==> config.mk <==
export PLATFORM = sky130hd
export DESIGN_NAME = dds_sweep_ctrl
export DESIGN_NICKNAME = d
export VERILOG_FILES = /design/src/source/dds_regs_pkg.sv /design/src/source/dds_ctrl_pkg.sv /design/src/source/serial_frame_shifter.sv /design/src/source/sweep_store.sv /design/src/source/init_sequencer.sv /design/src/source/ramp_direction_ctl.sv /design/src/source/sweep_player.sv /design/src/source/dds_sweep_ctrl.sv
export VERILOG_INCLUDE_DIRS = /design/src /design/src/include
export SDC_FILE = /design/constraint.sdc
export NUM_CORES = 1
export LEC_CHECK = 0
export CELL_PAD_IN_SITES_DETAIL_PLACEMENT = 1
export CELL_PAD_IN_SITES_GLOBAL_PLACEMENT = 1
export CORE_MARGIN = 3
export CORE_UTILIZATION = 55
export DETAILED_ROUTE_END_ITERATION = 10
export DONT_BUFFER_PORTS = 1
export PLACE_DENSITY_LB_ADDON = 0.1
export SYNTH_ARGS = -nofsm -noshare
export SYNTH_HDL_FRONTEND = slang
export SYNTH_HIERARCHICAL = 1
export SYNTH_SLANG_ARGS = --single-unit
==> constraint.sdc <==
create_clock -name SCLK_PE_3 -period 8.8 [get_ports SCLK_PE_3]
set_clock_uncertainty 0.2 [all_clocks]
set_input_delay 0 -clock SCLK_PE_3 [delete_from_list [all_inputs] [get_ports SCLK_PE_3]]
set_output_delay 0 -clock SCLK_PE_3 [all_outputs]
set_load 0.05 [all_outputs]
==> src/include/dds_macros.svh <==
`ifndef DDS_MACROS_SVH
`define DDS_MACROS_SVH

// frame and record lengths in bits, all shifted out MSB first
`define DDS_RECORD_BITS 184
`define DDS_INIT_BITS 232
`define DDS_UNCLEAR_BITS 40

// number of sweep records the store can hold
`define DDS_SWEEP_SLOTS 4

// phase lengths in SCLK_PE_3 cycles
`define DDS_IO_RESET_CYCLES 5 // io_reset pulse that frames the serial port
`define DDS_UPDATE_CYCLES 5 // io_update pulse after each init frame
`define DDS_GAP_CYCLES 8 // idle time between two phases
`define DDS_DR_SETTLE_CYCLES 8 // delay from the first to the second dr_ctl level

// register image sent once at init
// limits at 0x0b are zeroed and CFR1 at 0x00 sets the ramp accumulator clear bit
// CFR2 at 0x01 turns the digital ramp on with the parallel data clock off
// CFR3 at 0x02 selects VCO5 with the PLL on and N of 100
// the aux DAC at 0x03 is set to the lowest full scale current
`define DDS_INIT_IMAGE { \
	8'h0b, 32'h0000_0000, 32'h0000_0000, \
	8'h00, 32'h0000_1000, \
	8'h01, 32'h0048_0020, \
	8'h02, 32'h353f_c1c8, \
	8'h03, 32'h0000_0000 \
}

// CFR1 written back with the accumulator clear bit low so the ramp can run
`define DDS_UNCLEAR_IMAGE {8'h00, 32'h0000_0000}

`endif

==> src/source/dds_regs_pkg.sv <==
`default_nettype none

`include "dds_macros.svh"

package dds_regs_pkg;

	// one sweep record as the chip sees it on sdio, step_addr goes out first
	typedef struct packed {
		logic [7:0] step_addr; // digital ramp step size register address
		logic [31:0] fall_step; // decrement step, the first word after the address
		logic [31:0] rise_step; // increment step
		logic [`DDS_RECORD_BITS-73:0] ramp_rest; // limits and rate words that follow
	} sweep_record_t;

	// init frame, four 40-bit register writes behind the 72-bit limit write
	typedef struct packed {
		logic [7:0] limit_addr;
		logic [31:0] upper_limit;
		logic [31:0] lower_limit;
		logic [7:0] cfr1_addr;
		logic [31:0] cfr1_data; // accumulator clear set here
		logic [7:0] cfr2_addr;
		logic [31:0] cfr2_data;
		logic [7:0] cfr3_addr;
		logic [31:0] cfr3_data;
		logic [7:0] aux_dac_addr;
		logic [31:0] aux_dac_data;
	} init_frame_t;

	// single register write that drops the accumulator clear again
	typedef struct packed {
		logic [7:0] cfr1_addr;
		logic [31:0] cfr1_data;
	} unclear_frame_t;

	// sweep direction taken from the two step sizes of a record
	typedef enum logic [1:0] {
		ramp_rise, // low to high, fall_step is the larger one
		ramp_fall, // high to low
		ramp_hold // equal steps, dr_ctl keeps its level
	} ramp_dir_t;

	typedef logic [$clog2(`DDS_SWEEP_SLOTS)-1:0] slot_idx_t;
	typedef logic [$clog2(`DDS_SWEEP_SLOTS+1)-1:0] slot_count_t; // 0 up to a full store

endpackage

`default_nettype wire

==> src/source/dds_ctrl_pkg.sv <==
`default_nettype none

package dds_ctrl_pkg;

	// everything that goes to the DDS chip pins
	typedef struct packed {
		logic sdio; // serial data, valid while sclk is low
		logic sclk; // serial clock, the chip samples on its rising edge
		logic io_update; // moves the written registers into the active set
		logic io_reset; // resets the chip serial port
		logic dr_ctl; // digital ramp direction
	} dds_pins_t;

	// one bit of a host record
	typedef struct packed {
		logic valid; // single cycle
		logic data;
	} load_bit_t;

	// host requests, each a one cycle strobe
	typedef struct packed {
		logic init_start; // send the register image
		logic sweep_start; // play the next stored record
		logic clear_store; // forget all stored records
	} ctrl_req_t;

endpackage

`default_nettype wire

==> src/source/serial_frame_shifter.sv <==
`timescale 1ns/1ps
`default_nettype none

module serial_frame_shifter #(
	parameter type payload_t = logic [7:0]
) (
	input logic SCLK_PE_3,
	input logic reset_flag,
	input logic start,
	input payload_t frame,
	output logic sdio,
	output logic sclk,
	output logic busy,
	output logic done
);

	localparam int W = $bits(payload_t);
	localparam int CNT_W = $clog2(W);

	logic [W-1:0] shift_reg; // frame copy, the top bit is on sdio
	logic [CNT_W-1:0] bit_cnt; // bits already sent
	logic phase; // low half of the bit when 0, high half when 1

	assign sdio = busy & shift_reg[W-1]; // held through both halves of a bit
	assign sclk = busy & phase;

	// frame register, loaded on start and moved up one bit after every high half
	always_ff @(posedge SCLK_PE_3)
	begin
		if (start && !busy)
			shift_reg <= frame;
		else if (busy && phase)
			shift_reg <= {shift_reg[W-2:0], 1'b0}; // next bit moves up after the high half
	end

	always_ff @(posedge SCLK_PE_3)
	begin
		if (reset_flag)
		begin
			busy <= 1'b0;
			phase <= 1'b0;
			bit_cnt <= '0;
			done <= 1'b0;
		end
		else
		begin
			done <= 1'b0;
			if (start && !busy)
			begin
				busy <= 1'b1; // first low half starts next cycle
				phase <= 1'b0;
				bit_cnt <= '0;
			end
			else if (busy)
			begin
				phase <= ~phase;
				if (phase)
				begin
					if (bit_cnt == CNT_W'(W - 1))
					begin
						busy <= 1'b0; // last high half is over
						done <= 1'b1;
					end
					else
						bit_cnt <= bit_cnt + 1'b1;
				end
			end
		end
	end

	// the sequencers wait for done before they start another frame
	a_no_start_while_busy: assert property (@(posedge SCLK_PE_3) disable iff (reset_flag)
		start |-> !busy);

endmodule

`default_nettype wire

==> src/source/sweep_store.sv <==
`timescale 1ns/1ps
`default_nettype none

`include "dds_macros.svh"

module sweep_store (
	input logic SCLK_PE_3,
	input logic reset_flag,
	input dds_ctrl_pkg::load_bit_t load_bit,
	input logic clear_store,
	input dds_regs_pkg::slot_idx_t rd_slot,
	output dds_regs_pkg::sweep_record_t rd_record,
	output dds_regs_pkg::slot_count_t stored_count
);

	localparam int BIT_CNT_W = $clog2(`DDS_RECORD_BITS);

	logic [`DDS_RECORD_BITS-2:0] asm_reg; // all bits of a record but the last one
	logic [BIT_CNT_W-1:0] bit_cnt; // bits of the current record received so far
	dds_regs_pkg::sweep_record_t slots [`DDS_SWEEP_SLOTS];
	logic store_full;
	logic last_bit; // this valid bit completes a record

	assign store_full = (stored_count == dds_regs_pkg::slot_count_t'(`DDS_SWEEP_SLOTS));
	assign last_bit = load_bit.valid && !store_full
		&& (bit_cnt == BIT_CNT_W'(`DDS_RECORD_BITS - 1));

	// the player reads the slot at its sweep index directly
	assign rd_record = slots[rd_slot];

	// assembly register and record slots
	always_ff @(posedge SCLK_PE_3)
	begin
		if (load_bit.valid && !store_full)
			asm_reg <= {asm_reg[`DDS_RECORD_BITS-3:0], load_bit.data}; // first bit ends up on top
		if (last_bit)
		begin
			slots[stored_count[$bits(dds_regs_pkg::slot_idx_t)-1:0]] <=
				dds_regs_pkg::sweep_record_t'({asm_reg, load_bit.data});
		end
	end

	always_ff @(posedge SCLK_PE_3)
	begin
		if (reset_flag)
		begin
			bit_cnt <= '0;
			stored_count <= '0;
		end
		else if (clear_store)
		begin
			bit_cnt <= '0; // a partly received record is thrown away too
			stored_count <= '0;
		end
		else if (last_bit)
		begin
			bit_cnt <= '0;
			stored_count <= stored_count + 1'b1; // count shows the new record from the next cycle
		end
		else if (load_bit.valid && !store_full)
			bit_cnt <= bit_cnt + 1'b1;
	end

	a_count_in_range: assert property (@(posedge SCLK_PE_3) disable iff (reset_flag)
		stored_count <= dds_regs_pkg::slot_count_t'(`DDS_SWEEP_SLOTS));

endmodule

`default_nettype wire

==> src/source/init_sequencer.sv <==
`timescale 1ns/1ps
`default_nettype none

`include "dds_macros.svh"

module init_sequencer (
	input logic SCLK_PE_3,
	input logic reset_flag,
	input logic init_start,
	input logic player_busy,
	output dds_ctrl_pkg::dds_pins_t pins,
	output logic dds_ready,
	output logic init_done
);

	localparam int CNT_W = 8;

	typedef enum logic [3:0] {
		st_idle,
		st_io_reset,
		st_gap_a, // before the init frame
		st_init_frame,
		st_gap_b,
		st_update_a, // accumulator gets cleared here
		st_gap_c,
		st_unclear_frame,
		st_gap_d,
		st_update_b
	} phase_t;

	phase_t phase;
	phase_t timed_next; // where a timed phase goes once it runs out
	logic [CNT_W-1:0] cnt; // cycles spent in the current timed phase
	logic [CNT_W-1:0] phase_last;
	logic init_go; // start strobes for the two shifters
	logic unclear_go;
	logic init_sdio, init_sclk, init_shift_done;
	logic unclear_sdio, unclear_sclk, unclear_shift_done;

	always_comb
	begin
		phase_last = CNT_W'(`DDS_GAP_CYCLES - 1); // gaps are the usual case
		timed_next = st_idle;
		case (phase)
			st_io_reset:
			begin
				phase_last = CNT_W'(`DDS_IO_RESET_CYCLES - 1);
				timed_next = st_gap_a;
			end
			st_gap_a: timed_next = st_init_frame;
			st_gap_b: timed_next = st_update_a;
			st_update_a:
			begin
				phase_last = CNT_W'(`DDS_UPDATE_CYCLES - 1);
				timed_next = st_gap_c;
			end
			st_gap_c: timed_next = st_unclear_frame;
			st_gap_d: timed_next = st_update_b;
			st_update_b: phase_last = CNT_W'(`DDS_UPDATE_CYCLES - 1); // back to idle
			default: timed_next = st_idle;
		endcase
	end

	always_ff @(posedge SCLK_PE_3)
	begin
		if (reset_flag)
		begin
			phase <= st_idle;
			cnt <= '0;
			init_go <= 1'b0;
			unclear_go <= 1'b0;
			dds_ready <= 1'b0;
			init_done <= 1'b0;
		end
		else
		begin
			init_go <= 1'b0;
			unclear_go <= 1'b0;
			init_done <= 1'b0;
			case (phase)
				st_idle:
				begin
					cnt <= '0;
					if (init_start && !player_busy) // a running sweep blocks a new init
					begin
						phase <= st_io_reset;
						dds_ready <= 1'b0; // chip is being rewritten
					end
				end
				st_init_frame:
					if (init_shift_done)
						phase <= st_gap_b;
				st_unclear_frame:
					if (unclear_shift_done)
						phase <= st_gap_d;
				default:
				begin
					cnt <= cnt + 1'b1;
					if (cnt == phase_last)
					begin
						cnt <= '0;
						phase <= timed_next;
						init_go <= (phase == st_gap_a); // frames start as their phase begins
						unclear_go <= (phase == st_gap_c);
						if (phase == st_update_b)
						begin
							init_done <= 1'b1;
							dds_ready <= 1'b1;
						end
					end
				end
			endcase
		end
	end

	serial_frame_shifter #(.payload_t(dds_regs_pkg::init_frame_t)) init_shifter_i (
		.SCLK_PE_3(SCLK_PE_3),
		.reset_flag(reset_flag),
		.start(init_go),
		.frame(dds_regs_pkg::init_frame_t'(`DDS_INIT_IMAGE)),
		.sdio(init_sdio),
		.sclk(init_sclk),
		.busy(),
		.done(init_shift_done)
	);

	serial_frame_shifter #(.payload_t(dds_regs_pkg::unclear_frame_t)) unclear_shifter_i (
		.SCLK_PE_3(SCLK_PE_3),
		.reset_flag(reset_flag),
		.start(unclear_go),
		.frame(dds_regs_pkg::unclear_frame_t'(`DDS_UNCLEAR_IMAGE)),
		.sdio(unclear_sdio),
		.sclk(unclear_sclk),
		.busy(),
		.done(unclear_shift_done)
	);

	// idle shifters drive 0 so the two can simply be ORed
	assign pins = '{
		sdio: init_sdio | unclear_sdio,
		sclk: init_sclk | unclear_sclk,
		io_update: (phase == st_update_a) || (phase == st_update_b),
		io_reset: (phase == st_io_reset),
		dr_ctl: 1'b0
	};

endmodule

`default_nettype wire

==> src/source/ramp_direction_ctl.sv <==
`timescale 1ns/1ps
`default_nettype none

`include "dds_macros.svh"

module ramp_direction_ctl (
	input logic SCLK_PE_3,
	input logic reset_flag,
	input dds_regs_pkg::sweep_record_t record,
	input logic update_fire,
	output logic dr_ctl,
	output logic settled
);

	localparam int CNT_W = 8;

	dds_regs_pkg::ramp_dir_t dir_now; // direction of the record being played
	dds_regs_pkg::ramp_dir_t dir_q; // kept for the second level
	logic settling;
	logic [CNT_W-1:0] settle_cnt;

	// the unused direction carries the larger step, usually all ones
	always_comb
	begin
		if (record.fall_step > record.rise_step)
			dir_now = dds_regs_pkg::ramp_rise;
		else if (record.fall_step < record.rise_step)
			dir_now = dds_regs_pkg::ramp_fall;
		else
			dir_now = dds_regs_pkg::ramp_hold;
	end

	always_ff @(posedge SCLK_PE_3)
	begin
		if (reset_flag)
		begin
			dr_ctl <= 1'b0;
			dir_q <= dds_regs_pkg::ramp_hold;
			settling <= 1'b0;
			settle_cnt <= '0;
			settled <= 1'b0;
		end
		else
		begin
			settled <= 1'b0;
			if (update_fire)
			begin
				dir_q <= dir_now;
				settling <= 1'b1;
				settle_cnt <= '0;
				// first level shows up together with io_update
				// a rising sweep starts at the lower limit so dr_ctl goes low first
				case (dir_now)
					dds_regs_pkg::ramp_rise: dr_ctl <= 1'b0;
					dds_regs_pkg::ramp_fall: dr_ctl <= 1'b1;
					default: dr_ctl <= dr_ctl;
				endcase
			end
			else if (settling)
			begin
				if (settle_cnt == CNT_W'(`DDS_DR_SETTLE_CYCLES - 1))
				begin
					settling <= 1'b0;
					settled <= 1'b1; // player may go idle now
					case (dir_q)
						dds_regs_pkg::ramp_rise: dr_ctl <= 1'b1; // ramp now runs upward
						dds_regs_pkg::ramp_fall: dr_ctl <= 1'b0;
						default: dr_ctl <= dr_ctl;
					endcase
				end
				else
					settle_cnt <= settle_cnt + 1'b1;
			end
		end
	end

endmodule

`default_nettype wire

==> src/source/sweep_player.sv <==
`timescale 1ns/1ps
`default_nettype none

`include "dds_macros.svh"

module sweep_player (
	input logic SCLK_PE_3,
	input logic reset_flag,
	input logic sweep_start,
	input logic dds_ready,
	input dds_regs_pkg::slot_count_t stored_count,
	input dds_regs_pkg::sweep_record_t record,
	output dds_ctrl_pkg::dds_pins_t pins,
	output logic busy,
	output dds_regs_pkg::slot_idx_t sweep_index,
	output logic sequence_done
);

	localparam int CNT_W = 8;

	typedef enum logic [1:0] {
		st_idle,
		st_shift, // record goes out on sdio
		st_gap,
		st_settle // io_update sent, waiting for the second dr_ctl level
	} play_state_t;

	play_state_t state;
	logic [CNT_W-1:0] gap_cnt;
	logic go; // accepted sweep_start
	logic update_fire; // last gap cycle, io_update and dr_ctl follow at the next edge
	logic io_update_q;
	logic shift_sdio, shift_sclk, shift_done;
	logic dr_ctl, settled;
	dds_regs_pkg::slot_count_t next_count; // index plus one, compared against the count

	assign go = sweep_start && dds_ready && (stored_count != '0) && (state == st_idle);
	assign update_fire = (state == st_gap) && (gap_cnt == CNT_W'(`DDS_GAP_CYCLES - 1));
	assign next_count = dds_regs_pkg::slot_count_t'(sweep_index) + 1'b1;
	assign busy = (state != st_idle);

	always_ff @(posedge SCLK_PE_3)
	begin
		if (reset_flag)
		begin
			state <= st_idle;
			gap_cnt <= '0;
			io_update_q <= 1'b0;
			sweep_index <= '0;
			sequence_done <= 1'b0;
		end
		else
		begin
			io_update_q <= update_fire; // single cycle pulse
			sequence_done <= 1'b0;
			case (state)
				st_idle:
					if (go)
						state <= st_shift;
				st_shift:
					if (shift_done)
					begin
						state <= st_gap;
						gap_cnt <= '0;
					end
				st_gap:
				begin
					gap_cnt <= gap_cnt + 1'b1;
					if (update_fire)
						state <= st_settle;
				end
				default:
					if (settled)
					begin
						state <= st_idle;
						if (next_count >= stored_count) // last record played, start over
						begin
							sweep_index <= '0;
							sequence_done <= 1'b1;
						end
						else
							sweep_index <= dds_regs_pkg::slot_idx_t'(next_count);
					end
			endcase
		end
	end

	serial_frame_shifter #(.payload_t(dds_regs_pkg::sweep_record_t)) record_shifter_i (
		.SCLK_PE_3(SCLK_PE_3),
		.reset_flag(reset_flag),
		.start(go),
		.frame(record),
		.sdio(shift_sdio),
		.sclk(shift_sclk),
		.busy(),
		.done(shift_done)
	);

	ramp_direction_ctl ramp_direction_ctl_i (
		.SCLK_PE_3(SCLK_PE_3),
		.reset_flag(reset_flag),
		.record(record),
		.update_fire(update_fire),
		.dr_ctl(dr_ctl),
		.settled(settled)
	);

	assign pins = '{
		sdio: shift_sdio,
		sclk: shift_sclk,
		io_update: io_update_q,
		io_reset: 1'b0,
		dr_ctl: dr_ctl // holds its level between sweeps
	};

	// the init sequencer leaves dds_ready alone while a sweep is running
	a_ready_while_busy: assert property (@(posedge SCLK_PE_3) disable iff (reset_flag)
		busy |-> dds_ready);

endmodule

`default_nettype wire

==> src/source/dds_sweep_ctrl.sv <==
`timescale 1ns/1ps
`default_nettype none

module dds_sweep_ctrl (
	input logic SCLK_PE_3,
	input logic reset_flag,
	input dds_ctrl_pkg::ctrl_req_t ctrl_req,
	input dds_ctrl_pkg::load_bit_t load_bit,
	output dds_ctrl_pkg::dds_pins_t dds_pins,
	output logic dds_ready,
	output logic init_done,
	output logic sequence_done,
	output dds_regs_pkg::slot_count_t stored_count,
	output dds_regs_pkg::slot_idx_t sweep_index
);

	dds_ctrl_pkg::dds_pins_t init_pins; // zero unless the init sequence runs
	dds_ctrl_pkg::dds_pins_t play_pins;
	dds_regs_pkg::sweep_record_t play_record; // record at the current sweep index
	logic player_busy;

	sweep_store sweep_store_i (
		.SCLK_PE_3(SCLK_PE_3),
		.reset_flag(reset_flag),
		.load_bit(load_bit),
		.clear_store(ctrl_req.clear_store),
		.rd_slot(sweep_index),
		.rd_record(play_record),
		.stored_count(stored_count)
	);

	init_sequencer init_sequencer_i (
		.SCLK_PE_3(SCLK_PE_3),
		.reset_flag(reset_flag),
		.init_start(ctrl_req.init_start),
		.player_busy(player_busy),
		.pins(init_pins),
		.dds_ready(dds_ready),
		.init_done(init_done)
	);

	sweep_player sweep_player_i (
		.SCLK_PE_3(SCLK_PE_3),
		.reset_flag(reset_flag),
		.sweep_start(ctrl_req.sweep_start),
		.dds_ready(dds_ready),
		.stored_count(stored_count),
		.record(play_record),
		.pins(play_pins),
		.busy(player_busy),
		.sweep_index(sweep_index),
		.sequence_done(sequence_done)
	);

	// only one side is active at a time, dr_ctl from the init side is always 0
	assign dds_pins = init_pins | play_pins;

endmodule

`default_nettype wire

==> impl_metrics.yaml <==
synthesis:
  synth.yosys.warnings: 6
  syn_inst: 3616
  syn-mean-instance-area_um2: 15.7
  async_reset_ff_share_pct: 0
  ys.flop_type: "edfxtp_1"
  synth_seq_area_share_pct: 75.9
  synth_seq_cells: 1460
  yosysUniqueCellTypes: 77
  synth_edf_count: 1375
  syn_area_mm2: 0.0566
layout:
  antenna_cells: 0
  fin_nets: 3977
  num-fill-cells: 9289
  drive_above_1_share_pct: 12.2
  syn_to_final_growth_pct: 12.3
  largest_register_ffs: 736
power:
  internal_power_uw: 11100
  clockPowerShare_pct: 43.2
  p_comb_share_pct: 1.1
  p_seq_share_pct: 55.7
  p_leak_uw: 0.0224
  powerDensity_mw_per_mm2: 217
  switching_share_pct: 19.8
  ir_drop_v: 0.000154
  p_switching_uw: 2740
floorplanning:
  ios: 20
  die_y_um: 327
  std_cell_rows: 117
  core_area_mm2: 0.102
  die_x_um: 327
  start_util_pct: 55.6
  die_area_mm2: 0.107
sta:
  period_needed_ns: 4.62
  fin_setup_tns_ns: 0
  setup_viol: 0
  maxSlewHeadroom_pct: 18.1
  tightest_slew_ns: 1.23
  slew_viol_final: 0
  holdWs_ns: 0.0710
  hold_viol: 0
  max_freq_mhz: 216
  rsz0062_at_grt: "no"
  finalCritPeriodShare_pct: 52.5
clocking:
  cts_buffers: 149
  cts_tree: "yes"
  cts_buffer_depth: 3
  clock_latency_ns: 0.75
  htree_levels: 4
  root_buffer: "clkbuf_16"
  clkSinkCount: 1460
  clkSlewWorstSetupHoldPaths_ns: 0.06
  postCtsSetupBuffers: 0
grt:
  overflow: 0
  grt_pass1_vias: 32600
  grt_usage_pct: 21.8
  grt_pass1_wl_um: 182000
  grt_max_degree: 174
  grt_antenna_before_repair: 3
setup_path:
  worst-path-max-fanout: 144
  cp_top_family: "simple AND/OR/NAND/NOR gates"
  rr_endpoint: "sweep_store_i/slots[0][84]"
  path_class: "reg -> reg"
  startpoint: "sweep_store_i/stored_count[0]"
  crit_chain: "inv_1, ha_1, a21bo_4, nor4_4, and2_4, buf_12"
  r2r_slack_ns: 4.18
  required_ns: 8.95
  crit_buf_inv: 2
  critPathLaunchType: "register"
  cp_data_arrival_time_ns: 4.78
  r2r_cells: 6
  slowest_delay_ns: 1.02
  crit_path_top_delay_cell: "dfxtp_1"
  timing.rr.start: "sweep_store_i/stored_count[0]"
  endpoint_kind: "register"
detailed_routing:
  drtIter0Drc: 2119
  wl_per_cell_um: 21.0
  ant_nets: 0
  drt_first_pass_iters: 5
  vias: 29600
  route.detailed.drc: 0
  wl_um: 113000
  vias_per_cell: 5.49
worst_hold_path:
  min_delay_worst_endpoint: "sweep_player_i/ramp_direction_ctl_i/settling"
  hp-class: "in -> reg"
  holdCritStartpoint: "reset_flag"
  min_path_cells: 3
status:
  status: "finished clean"
run:
  cap_viol_max_count: 0
place:
  port-buffer-count: 0
  gp_congestion: 0.726
  place_hpwl_um: 60100
==> timing repair <==
item | 4_1_cts | 5_1_grt
endpoints found under the hold margin | 187 | 0
setup endpoints to repair | 0 | 0
hold buffers | 13 | 0
resized for setup | 0 | 0
==> per-stage QoR <==
stage | area (um2) | total power, uW | util [%] | worst slack, ns | cells
global placement | 58800 | 7960 | 57.8 | 4.31 | 5123
floorplan | 57600 | 7930 | - | 2.03 | 3887
finish | 63600 | 13800 | 62.4 | 4.18 | 5402
detailed placement | 58800 | 7970 | 57.8 | 4.19 | 5123
global route | 63600 | 14300 | 62.4 | 3.76 | 5402
CTS | 63600 | 14000 | 62.4 | 4.13 | 5402
==> routing by layer <==
layer / vias to the layer above / track usage, % / part of all wire [%]
met3: 170 / 3.87 / 4.0
met4: 2 / 6.28 / 2.1
met1: 15400 / 28.2 / 42
li1: 13600 / - / -
met5: - / 0 / 0.016
met2: 552 / 37.9 / 52
==> power groups by stage <==
stage / Clock (uW) / Sequential, uW / Combinational, uW
final: 5970 / 7700 / 148
after detailed placement: 0 / 7840 / 134
after CTS: 6130 / 7700 / 145
after global placement: 0 / 7830 / 128
after floorplan: 0 / 7810 / 120
after global routing: 6430 / 7700 / 167
==> cell families (layout without fill, tap and decap cells) <==
logic type      Yosys count  count (layout)  share of synthesized area, %
buf+inv                 213             360                          1.91
compound gates          110             110                          1.34
simple gates           1521            1521                          11.0
fa+ha+maj                51              51                          1.13
mux                     242             242                          8.43
xor+xnor                 16              16                         0.248
other cells               3             274                        0.0199
flops                  1460            1460                          75.9
==> cell usage in the layout, fill, tap and decap left out, types with 12 or more instances in the layout <==
master and count:
nand2b_1 12, clkbuf_16 151, clkinv_1 33, inv_1 53
mux2i_1 19, edfxtp_1 1375, nand4_1 13, nand3_1 30
o21ai_0 17, dlygate4sd3_1 12, mux2_2 39, nor3_1 19
ha_1 51, clkinv_2 22, mux4_2 184, buf_4 19
or3_1 16, a21oi_1 34, nand2_1 1296, clkbuf_1 35
nor2_1 48, dfxtp_1 83, conb_1 274
==> worst reg2reg max path, cell delays in order (launching register included) <==
cell and delay (ns):
dfxtp_1 1.02, inv_1 0.24, ha_1 0.30, a21bo_4 0.30, nor4_4 0.52, and2_4 0.72
buf_12 0.83
==> layout make-up <==
cell class | instances | area [um2] | share of cell area, %
sequential | 1460 | 43000 | 67.6
tap | 1368 | 1710 | 2.69
clock inverter | 76 | 617 | 0.970
timing repair buffer | 40 | 450 | 0.709
multi-input combinational | 2214 | 13600 | 21.4
inverter | 54 | 210 | 0.331
clock buffer | 190 | 3970 | 6.24
==> synthesized netlist by cell type, drive strengths merged (5+ instances only) <==
library cell	count	area share [%]
a211oi	5	0.066
a21o	6	0.080
a21oi	36	0.33
a31oi	5	0.055
and2	13	0.15
and3	6	0.066
buf	107	1.2
clkbuf	52	0.34
dfxtp	85	3.0
edfxtp	1375	73
ha	51	1.1
inv	54	0.36
mux2	39	0.78
mux2i	19	0.34
mux4	184	7.3
nand2	1298	8.6
nand2b	14	0.15
nand3	30	0.27
nand3b	7	0.093
nand4	15	0.19
nor2	49	0.34
nor2b	7	0.082
nor3	21	0.20
nor4	10	0.17
o21ai	22	0.20
o31ai	5	0.066
or2	10	0.11
or3	18	0.20
or4	11	0.16
xnor2	9	0.14
xor2	7	0.11
==> worst max-delay path by stage <==
stage	to	slack, ns	cells past startpoint
finish	sweep_store_i/slots[0][84]	4.18	6
global route	sweep_player_i/record_shifter_i/shift_reg[27]	3.76	6
CTS	sweep_player_i/record_shifter_i/shift_reg[27]	4.13	6
detailed placement	sweep_player_i/record_shifter_i/shift_reg[14]	4.19	6
global placement	sweep_player_i/ramp_direction_ctl_i/dr_ctl	4.31	11
floorplan	sweep_store_i/slots[2][0]	2.03	5
No activity file was read; power rests on OpenSTA's default activity.
